### src/mmu_pkg.sv
// Widths, page table constants, access type and walker state enums of the MMU
`default_nettype none

package mmu_pkg;

    // ------------------------------------------------------------------------
    // Address and entry widths
    // ------------------------------------------------------------------------
    localparam int unsigned VpnWidth   = 27;
    localparam int unsigned PpnWidth   = 44;
    localparam int unsigned PAddrWidth = 56;
    localparam int unsigned PteWidth   = 64;

    // ------------------------------------------------------------------------
    // Single-level page table
    // ------------------------------------------------------------------------
    // Entry address is base * 4096 + vpn * 8
    localparam int unsigned PageOffsetBits = 12;
    localparam int unsigned PteSizeLog2    = 3;

    // Entry field positions
    localparam int unsigned PTE_V_BIT   = 0;
    localparam int unsigned PTE_R_BIT   = 1;
    localparam int unsigned PTE_W_BIT   = 2;
    localparam int unsigned PTE_X_BIT   = 3;
    localparam int unsigned PTE_PPN_LSB = 10;

    // Kind of access a translation request makes
    typedef enum logic [1:0] {
        ACC_FETCH = 2'd0,
        ACC_LOAD  = 2'd1,
        ACC_STORE = 2'd2
    } access_t;

    // Walker FSM
    typedef enum logic [1:0] {
        PTW_IDLE     = 2'd0,
        PTW_MEM_REQ  = 2'd1,
        PTW_MEM_WAIT = 2'd2,
        PTW_REFILL   = 2'd3
    } ptw_state_t;

endpackage

`default_nettype wire
### src/tlb_ptw_if.sv
// Miss and refill bus between one TLB and the page table walker
`timescale 1ns/1ps
`default_nettype none

interface tlb_ptw_if
    import mmu_pkg::*;
();

    // Level held by the TLB while it waits for a walk
    logic                miss_valid;
    logic [VpnWidth-1:0] miss_vpn;

    // One-cycle strobe from the walker, entry alongside
    logic                refill_valid;
    logic [PteWidth-1:0] refill_pte;

    modport tlb (
        output miss_valid,
        output miss_vpn,
        input  refill_valid,
        input  refill_pte
    );

    modport ptw (
        input  miss_valid,
        input  miss_vpn,
        output refill_valid,
        output refill_pte
    );

endinterface

`default_nettype wire

### src/mmu_top.sv
// MMU top level with instruction TLB, data TLB and the shared page table walker
`timescale 1ns/1ps
`default_nettype none

module mmu_top
    import mmu_pkg::*;
#(
    parameter int unsigned TlbEntries = 8
)(
    input  logic                  clk_i,
    input  logic                  rst_n_i,
    input  logic                  vm_enable_i,
    input  logic                  flush_i,
    input  logic [PpnWidth-1:0]   ptbr_i,

    // ------------------------------------------------------------------------
    // Instruction fetch side
    // ------------------------------------------------------------------------
    input  logic                  ifetch_req_i,
    input  logic [VpnWidth-1:0]   ifetch_vpn_i,
    output logic                  ifetch_ready_o,
    output logic                  ifetch_resp_valid_o,
    output logic                  ifetch_xcpt_o,
    output logic [PpnWidth-1:0]   ifetch_ppn_o,

    // ------------------------------------------------------------------------
    // Data memory side
    // ------------------------------------------------------------------------
    input  logic                  dmem_req_i,
    input  logic                  dmem_store_i,
    input  logic [VpnWidth-1:0]   dmem_vpn_i,
    output logic                  dmem_ready_o,
    output logic                  dmem_resp_valid_o,
    output logic                  dmem_xcpt_o,
    output logic [PpnWidth-1:0]   dmem_ppn_o,

    // ------------------------------------------------------------------------
    // Page table memory port
    // ------------------------------------------------------------------------
    output logic                  mem_req_valid_o,
    output logic [PAddrWidth-1:0] mem_req_addr_o,
    input  logic                  mem_req_ready_i,
    input  logic                  mem_resp_valid_i,
    input  logic [PteWidth-1:0]   mem_resp_data_i
);

    tlb_ptw_if itlb_bus ();
    tlb_ptw_if dtlb_bus ();

    // Fetch TLB never stores
    tlb #(
        .TLB_ENTRIES(TlbEntries),
        .IsFetch    (1'b1)
    ) itlb (
        .clk_i       (clk_i),
        .rst_n_i     (rst_n_i),
        .vm_enable_i (vm_enable_i),
        .flush_i     (flush_i),
        .req_i       (ifetch_req_i),
        .store_i     (1'b0),
        .vpn_i       (ifetch_vpn_i),
        .ready_o     (ifetch_ready_o),
        .resp_valid_o(ifetch_resp_valid_o),
        .xcpt_o      (ifetch_xcpt_o),
        .ppn_o       (ifetch_ppn_o),
        .ptw         (itlb_bus.tlb)
    );

    tlb #(
        .TLB_ENTRIES(TlbEntries)
    ) dtlb (
        .clk_i       (clk_i),
        .rst_n_i     (rst_n_i),
        .vm_enable_i (vm_enable_i),
        .flush_i     (flush_i),
        .req_i       (dmem_req_i),
        .store_i     (dmem_store_i),
        .vpn_i       (dmem_vpn_i),
        .ready_o     (dmem_ready_o),
        .resp_valid_o(dmem_resp_valid_o),
        .xcpt_o      (dmem_xcpt_o),
        .ppn_o       (dmem_ppn_o),
        .ptw         (dtlb_bus.tlb)
    );

    ptw ptw_inst (
        .clk_i           (clk_i),
        .rst_n_i         (rst_n_i),
        .ptbr_i          (ptbr_i),
        .itlb            (itlb_bus.ptw),
        .dtlb            (dtlb_bus.ptw),
        .mem_req_valid_o (mem_req_valid_o),
        .mem_req_addr_o  (mem_req_addr_o),
        .mem_req_ready_i (mem_req_ready_i),
        .mem_resp_valid_i(mem_resp_valid_i),
        .mem_resp_data_i (mem_resp_data_i)
    );

endmodule

`default_nettype wire

### src/ptw.sv
// Page table walker serving the instruction and data TLBs from one memory port
`timescale 1ns/1ps
`default_nettype none

module ptw
    import mmu_pkg::*;
(
    input  logic                  clk_i,
    input  logic                  rst_n_i,
    input  logic [PpnWidth-1:0]   ptbr_i,
    tlb_ptw_if.ptw                itlb,
    tlb_ptw_if.ptw                dtlb,
    output logic                  mem_req_valid_o,
    output logic [PAddrWidth-1:0] mem_req_addr_o,
    input  logic                  mem_req_ready_i,
    input  logic                  mem_resp_valid_i,
    input  logic [PteWidth-1:0]   mem_resp_data_i
);

    ptw_state_t state_q;

    // Side being served, set when the walk starts
    logic serve_dtlb_q;

    logic [PAddrWidth-1:0] addr_q;
    logic [PteWidth-1:0]   pte_q;

    logic                  start;
    logic [VpnWidth-1:0]   sel_vpn;
    logic [PAddrWidth-1:0] pte_addr;

    // ------------------------------------------------------------------------
    // Arbitration and entry address
    // ------------------------------------------------------------------------
    // Data side has fixed priority
    assign start   = (state_q == PTW_IDLE) && (itlb.miss_valid || dtlb.miss_valid);
    assign sel_vpn = dtlb.miss_valid ? dtlb.miss_vpn : itlb.miss_vpn;

    // base * 4096 + vpn * 8
    assign pte_addr = {ptbr_i, {PageOffsetBits{1'b0}}}
                    + (PAddrWidth'(sel_vpn) << PteSizeLog2);

    // ------------------------------------------------------------------------
    // Walk FSM
    // ------------------------------------------------------------------------
    always_ff @(posedge clk_i or negedge rst_n_i) begin
        if (!rst_n_i) begin
            state_q      <= PTW_IDLE;
            serve_dtlb_q <= 1'b0;
        end else begin
            case (state_q)
                PTW_IDLE: begin
                    if (start) begin
                        state_q      <= PTW_MEM_REQ;
                        serve_dtlb_q <= dtlb.miss_valid;
                    end
                end
                // Held here while memory back-pressures
                PTW_MEM_REQ: begin
                    if (mem_req_ready_i) begin
                        state_q <= PTW_MEM_WAIT;
                    end
                end
                PTW_MEM_WAIT: begin
                    if (mem_resp_valid_i) begin
                        state_q <= PTW_REFILL;
                    end
                end
                PTW_REFILL: begin
                    state_q <= PTW_IDLE;
                end
                default: state_q <= PTW_IDLE;
            endcase
        end
    end

    // Address latched with the VPN so it stays stable during back-pressure
    always_ff @(posedge clk_i) begin
        if (start) begin
            addr_q <= pte_addr;
        end
    end

    always_ff @(posedge clk_i) begin
        if ((state_q == PTW_MEM_WAIT) && mem_resp_valid_i) begin
            pte_q <= mem_resp_data_i;
        end
    end

    // ------------------------------------------------------------------------
    // Memory request and refill outputs
    // ------------------------------------------------------------------------
    assign mem_req_valid_o = (state_q == PTW_MEM_REQ);
    assign mem_req_addr_o  = addr_q;

    // Refill strobe goes only to the side that missed
    assign itlb.refill_valid = (state_q == PTW_REFILL) && !serve_dtlb_q;
    assign dtlb.refill_valid = (state_q == PTW_REFILL) && serve_dtlb_q;
    assign itlb.refill_pte   = pte_q;
    assign dtlb.refill_pte   = pte_q;

endmodule

`default_nettype wire

### src/tlb.sv
// Direct-mapped TLB with lookup, permission check, passthrough and refill
`timescale 1ns/1ps
`default_nettype none

module tlb
    import mmu_pkg::*;
#(
    parameter int unsigned TLB_ENTRIES = 8,
    parameter bit          IsFetch     = 1'b0
)(
    input  logic                clk_i,
    input  logic                rst_n_i,
    input  logic                vm_enable_i,
    input  logic                flush_i,
    input  logic                req_i,
    input  logic                store_i,
    input  logic [VpnWidth-1:0] vpn_i,
    output logic                ready_o,
    output logic                resp_valid_o,
    output logic                xcpt_o,
    output logic [PpnWidth-1:0] ppn_o,
    tlb_ptw_if.tlb              ptw
);

    localparam int unsigned IdxBits = $clog2(TLB_ENTRIES);
    localparam int unsigned TagBits = VpnWidth - IdxBits;

    typedef enum logic [1:0] {
        TLB_READY  = 2'd0,
        TLB_LOOKUP = 2'd1,
        TLB_MISS   = 2'd2
    } tlb_state_t;

    tlb_state_t state_q;

    // Request held from acceptance until the response
    logic [VpnWidth-1:0] vpn_q;
    access_t             acc_q;

    // Entry array, indexed by the low VPN bits
    logic [TLB_ENTRIES-1:0] entry_valid_q;
    logic [TLB_ENTRIES-1:0] pte_v_q;
    logic [TLB_ENTRIES-1:0] perm_r_q;
    logic [TLB_ENTRIES-1:0] perm_w_q;
    logic [TLB_ENTRIES-1:0] perm_x_q;
    logic [TagBits-1:0]     tag_q [TLB_ENTRIES];
    logic [PpnWidth-1:0]    ppn_q [TLB_ENTRIES];

    logic [IdxBits-1:0] idx;
    logic [TagBits-1:0] tag;
    logic               hit;
    logic               perm_ok;
    logic               refill_we;

    assign idx       = vpn_q[IdxBits-1:0];
    assign tag       = vpn_q[VpnWidth-1:IdxBits];
    assign hit       = entry_valid_q[idx] && (tag_q[idx] == tag);
    assign refill_we = (state_q == TLB_MISS) && ptw.refill_valid;

    // Permission bit required by the access type
    always_comb begin
        case (acc_q)
            ACC_FETCH: perm_ok = perm_x_q[idx];
            ACC_LOAD:  perm_ok = perm_r_q[idx];
            ACC_STORE: perm_ok = perm_w_q[idx];
            default:   perm_ok = 1'b0;
        endcase
    end

    assign ready_o      = (state_q == TLB_READY);
    assign resp_valid_o = (state_q == TLB_LOOKUP) && (!vm_enable_i || hit);
    // Translation off: VPN passes through zero-extended, never faults
    assign ppn_o        = vm_enable_i ? ppn_q[idx] : PpnWidth'(vpn_q);
    assign xcpt_o       = vm_enable_i && !(pte_v_q[idx] && perm_ok);

    assign ptw.miss_valid = (state_q == TLB_MISS);
    assign ptw.miss_vpn   = vpn_q;

    always_ff @(posedge clk_i or negedge rst_n_i) begin
        if (!rst_n_i) begin
            state_q <= TLB_READY;
        end else begin
            case (state_q)
                TLB_READY: begin
                    if (req_i) begin
                        state_q <= TLB_LOOKUP;
                    end
                end
                TLB_LOOKUP: begin
                    state_q <= (vm_enable_i && !hit) ? TLB_MISS : TLB_READY;
                end
                // Refilled entry is looked up again next cycle
                TLB_MISS: begin
                    if (ptw.refill_valid) begin
                        state_q <= TLB_LOOKUP;
                    end
                end
                default: state_q <= TLB_READY;
            endcase
        end
    end

    always_ff @(posedge clk_i) begin
        if (ready_o && req_i) begin
            vpn_q <= vpn_i;
            if (IsFetch) begin
                acc_q <= ACC_FETCH;
            end else if (store_i) begin
                acc_q <= ACC_STORE;
            end else begin
                acc_q <= ACC_LOAD;
            end
        end
    end

    always_ff @(posedge clk_i or negedge rst_n_i) begin
        if (!rst_n_i) begin
            entry_valid_q <= '0;
        end else if (flush_i) begin
            entry_valid_q <= '0;
        end else if (refill_we) begin
            entry_valid_q[idx] <= 1'b1;
        end
    end

    always_ff @(posedge clk_i) begin
        if (refill_we) begin
            tag_q[idx]    <= tag;
            ppn_q[idx]    <= ptw.refill_pte[PTE_PPN_LSB +: PpnWidth];
            pte_v_q[idx]  <= ptw.refill_pte[PTE_V_BIT];
            perm_r_q[idx] <= ptw.refill_pte[PTE_R_BIT];
            perm_w_q[idx] <= ptw.refill_pte[PTE_W_BIT];
            perm_x_q[idx] <= ptw.refill_pte[PTE_X_BIT];
        end
    end

endmodule

`default_nettype wire

### config.mk
export PLATFORM = sky130hd
export DESIGN_NAME = mmu_top
export DESIGN_NICKNAME = d
export VERILOG_FILES = /design/src/mmu_pkg.sv /design/src/tlb_ptw_if.sv /design/src/mmu_top.sv /design/src/ptw.sv /design/src/tlb.sv
export SDC_FILE = /design/constraint.sdc
export NUM_CORES = 1
export LEC_CHECK = 0
export ABC_AREA = 0
export BUFFER_PORTS_ARGS = -buffer_cell sky130_fd_sc_hd__buf_2
export CORE_UTILIZATION = 40
export DETAILED_ROUTE_END_ITERATION = 10
export SLEW_MARGIN = 25
export SYNTH_ARGS = -nofsm -noshare
export SYNTH_HDL_FRONTEND = slang
export SYNTH_HIERARCHICAL = 1
export SYNTH_SLANG_ARGS = --single-unit
### constraint.sdc
create_clock -name clk_i -period 8.8 [get_ports clk_i]
set_input_delay 1.32 -clock clk_i [delete_from_list [all_inputs] [get_ports clk_i]]
set_output_delay 1.32 -clock clk_i [all_outputs]
set_load 0.005 [all_outputs]
==> results of run 1 <==
sequential cells by signal (all words and copies together) (netlist names), 2 cells and up, named ones only:
register	cells
dtlb/acc_q	2
dtlb/entry_valid_q	8
dtlb/perm_r_q	8
dtlb/perm_w_q	8
dtlb/perm_x_q	8
dtlb/ppn_q	352
dtlb/pte_v_q	8
dtlb/ptw.miss_vpn	27
dtlb/state_q	2
dtlb/tag_q	192
itlb/entry_valid_q	8
itlb/perm_x_q	8
itlb/ppn_q	352
itlb/pte_v_q	8
itlb/ptw.miss_vpn	27
itlb/state_q	2
itlb/tag_q	192
ptw_inst/dtlb.refill_pte	48
ptw_inst/mem_req_addr_o	53
ptw_inst/state_q	2
power groups by stage:
| stage | clock network [mW] | logic [mW] | registers (mW) |
|---|---|---|---|
| 3_3_place_gp | 0 | 2.81 | 8.04 |
| 5_1_grt | 6.00 | 3.03 | 8.00 |
| 2_1_floorplan | 0 | 2.18 | 7.68 |
| 3_5_place_dp | 0 | 2.85 | 8.08 |
| 4_1_cts | 5.78 | 2.86 | 7.95 |
| 6_report | 5.67 | 2.82 | 7.95 |
path summary, 6_finish.rpt:
path | startpoint | end | slack (ps) | depth (start not counted)
setup / recovery | flip-flop | dmem_resp_valid_o | 2480 | 9
hold / removal | itlb/entry_valid_q[6] | itlb/entry_valid_q[6] | 500 | 1
setup reg to reg | dtlb/state_q[1] | ptw_inst/mem_req_addr_o[34] | 4270 | 10
hold reg to reg | itlb/entry_valid_q[6] | itlb/entry_valid_q[6] | 500 | 1
max in group asynchronous | rst_n_i | dtlb/entry_valid_q[1] | 7710 | 1
min in group asynchronous | rst_n_i | ptw_inst/state_q[0] | 630 | 1
final cells by class:
class	instances	area [µm²]	area share, %
flip-flops and latches	1322	39500	65.9
multi-input cells	1053	11800	19.7
clock buffers	180	3780	6.30
well taps	1742	2180	3.63
repair buffers	351	1980	3.30
clock inverters	71	623	1.04
inverters	18	67.6	0.113
diodes	5	12.5	0.0208
layer usage:
layer | track usage [%] | routed length (µm) | vias up
met5 | 0 | 0 | -
met2 | 31.5 | 62000 | 935
met3 | 3.16 | 8210 | 204
met1 | 26.7 | 53900 | 13800
met4 | 5.88 | 3230 | 0
li1 | - | - | 11000
metrics by stage:
step | hold slack (ps) | setup WS (ps) | total power, mW
after global placement | 473 | 3270 | 10.9
after detailed placement | 490 | 3210 | 10.9
after floorplan | 461 | 2190 | 9.86
final | 502 | 2480 | 16.4
after global routing | 515 | 2160 | 17.0
after CTS | 505 | 2390 | 16.6
==> impl_metrics.env, run 1 <==
export IMPL_cp_data_required_time_ps=7480
export IMPL_totalWireLength_mm=127
export IMPL_netlist_instances=2556
export IMPL_start_kind="flip-flop"
export IMPL_grt_pass1_wl_mm=183
export IMPL_clock_path_buffers=3
export IMPL_setup_tns_ps=0
export IMPL_drtIter0Drc=2332
export IMPL_clk_pin_slew_ps=60
export IMPL_skew_ps=23.7
export IMPL_io_pins=322
export IMPL_crit_path_max_incr_delay_ps=820
export IMPL_cts_buffers=138
export IMPL_cts_max_level=4
export IMPL_ant_nets=0
export IMPL_core_area_mm2=0.130
export IMPL_syn_area_mm2=0.0523
export IMPL_p_sw_share_pct=26.9
export IMPL_post_route_min_period_ps=6320
export IMPL_internal_power_mw=12.0
export IMPL_maxSlewHeadroom_pct=27.5
export IMPL_via_per_inst=5.48
export IMPL_status="finished, final reports clean"
export IMPL_nets=3078
export IMPL_grt_setup_unrepaired="no"
export IMPL_clock_insertion_delay_worst_skew_ps=750
export IMPL_start_util_pct=40.3
export IMPL_layout_common_cells="1293 x edfxtp_1, 301 x buf_2, 263 x mux4_2"
export IMPL_syn_avg_cell_area_um2=20.5
export IMPL_crit_fanout=47
export IMPL_hold_path_class="flip-flop to flip-flop"
export IMPL_ctsHoldBuffers=0
export IMPL_die_w_um=364
export IMPL_drive_gt1_share_pct=29.6
export IMPL_worstMarginPinSlew_ps=1080
export IMPL_crit_path_end_kind="output port"
export IMPL_p_switching_mw=4.41
export IMPL_hold_viol=0
export IMPL_cap_violations=0
export IMPL_drc=0
export IMPL_antenna_found_initial=15
export IMPL_grt_max_degree=101
export IMPL_dpl_cell_area_mm2=0.0556
export IMPL_rows=132
export IMPL_setup_worst_path_class="flip-flop to output port"
export IMPL_die_h_um=364
export IMPL_crit_family="buffers and inverters"
export IMPL_syn_to_final_growth_pct=14.8
export IMPL_ir_drop_uv=205
export IMPL_fin_util_pct=46.3
export IMPL_critPathBufInv=2
export IMPL_gp_congestion=0.843
export IMPL_crit_chain="buf_4 > mux4_2 > mux2i_1 > xor2_1 > o2111ai_1 > nor4_1 > nand4_1 > a21boi_0 > buf_2"
export IMPL_leakage_nw=20.0
export IMPL_fin_crit_sh_pct=71.8
export IMPL_grt_pass1_vias=26600
export IMPL_grtUsageTotal_pct=19.3
export IMPL_vias=26000
export IMPL_slew_violations=0
export IMPL_final_common_cell="edfxtp_1"
export IMPL_cp_slowest_cell="dfxtp_4"
export IMPL_wl_per_cell_um=26.9
export IMPL_final_cells=4742
export IMPL_cts_setup_buffers=0
export IMPL_cts_resized=0
export IMPL_postLayoutCellArea_mm2=0.0600
export IMPL_clock_power_share_pct=34.5
export IMPL_place_inst=4485
export IMPL_power_density_mw_per_mm2=274
export IMPL_combinationalPowerShare_pct=17.2
export IMPL_io_buffers=302
export IMPL_setup_viol=0
export IMPL_fmax_mhz=158
export IMPL_clock_root_buffer="clkbuf_16"
export IMPL_seq_power_share_pct=48.4
export IMPL_hpwlAfterDp_mm=78.2
export IMPL_yosysWarnings=6
export IMPL_dr_pass1_iters=7
export IMPL_gr_total_overflow=0
export IMPL_cts_sinks=1322
export IMPL_cts_tree="yes"
export IMPL_cp_data_arrival_time_ps=5000
export IMPL_die_area_mm2=0.132
export IMPL_fill_cells=10800
Power figures use the tool's default switching activity.
==> run 2: changes to the inputs <==
Clock period 8.8 ns to 6.5 ns, I/O delays scaled along.
==> impl_metrics.env, run 2 (same netlist as run 1, synthesis figures left out) <==
export IMPL_status="finished, final reports clean"
export IMPL_layout_common_cells="1293 x edfxtp_1, 301 x buf_2, 263 x mux4_2"
export IMPL_crit_fanout=45
export IMPL_power_density_mw_per_mm2=366
export IMPL_cap_violations=0
export IMPL_grtUsageTotal_pct=19.3
export IMPL_antenna_found_initial=21
export IMPL_cts_tree="yes"
export IMPL_cts_setup_buffers=0
export IMPL_place_inst=4495
export IMPL_io_pins=322
export IMPL_regArea_mm2=0.0395
export IMPL_dr_pass1_iters=5
export IMPL_combinationalPowerShare_pct=17.4
export IMPL_rows=132
export IMPL_clock_power_share_pct=33.3
export IMPL_cts_max_level=4
export IMPL_setup_worst_path_class="flip-flop to output port"
export IMPL_drive_gt1_share_pct=30.1
export IMPL_dpl_cell_area_mm2=0.0557
export IMPL_cts_buffers=137
export IMPL_reg2regPathDepth=10
export IMPL_fmax_mhz=181
export IMPL_postLayoutCellArea_mm2=0.0599
export IMPL_crit_path_max_incr_delay_ps=900
export IMPL_wl_per_cell_um=26.9
export IMPL_gp_congestion=0.844
export IMPL_ctsHoldBuffers=0
export IMPL_die_w_um=364
export IMPL_drc=0
export IMPL_via_per_inst=5.46
export IMPL_grt_pass1_vias=26500
export IMPL_fill_cells=10800
export IMPL_hold_path_class="input port to asynchronous set/reset pin"
export IMPL_internal_power_mw=16.0
export IMPL_p_switching_mw=5.93
export IMPL_final_common_cell="edfxtp_1"
export IMPL_maxSlewHeadroom_pct=24.8
export IMPL_setup_tns_ps=0
export IMPL_setup_viol=0
export IMPL_multi_input_area_mm2=0.0119
export IMPL_fin_crit_sh_pct=85.2
export IMPL_cp_data_arrival_time_ps=4560
export IMPL_p_sw_share_pct=27.1
export IMPL_skew_ps=16.3
export IMPL_critPathBufInv=2
export IMPL_io_buffers=302
export IMPL_cp_slowest_cell="dfxtp_4"
export IMPL_grt_setup_unrepaired="no"
export IMPL_core_area_mm2=0.130
export IMPL_clock_root_buffer="clkbuf_16"
export IMPL_ant_nets=0
export IMPL_crit_path_end_kind="output port"
export IMPL_syn_to_final_growth_pct=14.5
export IMPL_clock_insertion_delay_worst_skew_ps=740
export IMPL_grt_max_degree=58
export IMPL_drtIter0Drc=2694
export IMPL_die_h_um=364
export IMPL_gr_total_overflow=0
export IMPL_crit_chain="buf_4 > mux2_2 > a2bb2oi_1 > a21oi_1 > o22ai_1 > nor4_1 > nand4_1 > a21boi_0 > buf_2"
export IMPL_cts_sinks=1322
export IMPL_nets=3086
export IMPL_clock_path_buffers=3
export IMPL_fin_util_pct=46.2
export IMPL_crit_cells=9
export IMPL_ir_drop_uv=303
export IMPL_cts_resized=0
export IMPL_start_util_pct=40.3
export IMPL_die_area_mm2=0.132
export IMPL_slew_violations=0
export IMPL_cp_data_required_time_ps=5520
export IMPL_post_route_min_period_ps=5540
export IMPL_clk_pin_slew_ps=60
export IMPL_hold_viol=0
export IMPL_largestRegisters="dtlb/ppn_q x352, itlb/ppn_q x352"
export IMPL_start_kind="flip-flop"
export IMPL_vias=25900
export IMPL_leakage_nw=20.0
export IMPL_final_cells=4746
export IMPL_crit_family="compound AO/OA/AOI/OAI gates"
export IMPL_worstMarginPinSlew_ps=1120
export IMPL_hpwlAfterDp_mm=76.9
export IMPL_totalWireLength_mm=128
export IMPL_grt_pass1_wl_mm=182
export IMPL_seq_power_share_pct=49.2
[run 2: cell types whose count changed in the layout (fill, tap and decap cells not counted), moves of 3 or more]
| cell | change |
|---|---|
| bufinv_16 | -6 |
| buf_12 | +4 |
| clkbuf_1 | -13 |
| buf_4 | +5 |
| buf_16 | -3 |
| clkinv_4 | +3 |
| inv_6 | -4 |
| clkinv_1 | -5 |
| diode_2 | +8 |
| clkinv_2 | +15 |
| clkbuf_16 | -3 |
[run 2: metrics by stage]
stage	setup WS [ps]	power [mW]	hold slack [ps]
after global routing	756	22.7	273
after global placement	1690	14.7	475
after floorplan	21.2	13.3	461
final	961	21.9	268
after detailed placement	1730	14.8	490
after CTS	921	22.1	228
[run 2: path summary, 6_finish.rpt]
path,start,to,slack (ps)
max,flip-flop,dmem_resp_valid_o,960
min,rst_n_i,ptw_inst/state_q[0],270
max reg2reg,dtlb/state_q[0],ptw_inst/mem_req_addr_o[34],1880
min reg2reg,dtlb/entry_valid_q[5],dtlb/entry_valid_q[5],500
max in group asynchronous,rst_n_i,dtlb/state_q[1],5780
min in group clk_i,mem_resp_data_i[18],ptw_inst/dtlb.refill_pte[18],410
[run 2: layer usage]
| metal | routed length, µm | GRT usage (%) | part of all wire (%) |
|---|---|---|---|
| met1 | 53800 | 26.4 | 42 |
| met2 | 62100 | 31.3 | 49 |
| met3 | 8700 | 3.81 | 6.8 |
| met4 | 2980 | 5.72 | 2.3 |
| met5 | 20 | 0 | 0.016 |
[run 2: power groups by stage]
stage	clock network [mW]	registers (mW)	logic, mW
2_1_floorplan	0	10.4	2.95
3_3_place_gp	0	10.9	3.80
3_5_place_dp	0	11.0	3.84
4_1_cts	7.46	10.8	3.86
5_1_grt	7.76	10.8	4.10
6_report	7.30	10.8	3.81
[run 2: area by class of cell]
cell class                      count  area share (%)
Sequential cell                  1322            66.0
Multi-Input combinational cell   1053            19.8
Clock buffer                      165            6.13
Tap cell                         1742            3.64
Timing Repair Buffer              360            3.43
Clock inverter                     73           0.779
Inverter                           18           0.113
Antenna cell                       13          0.0543
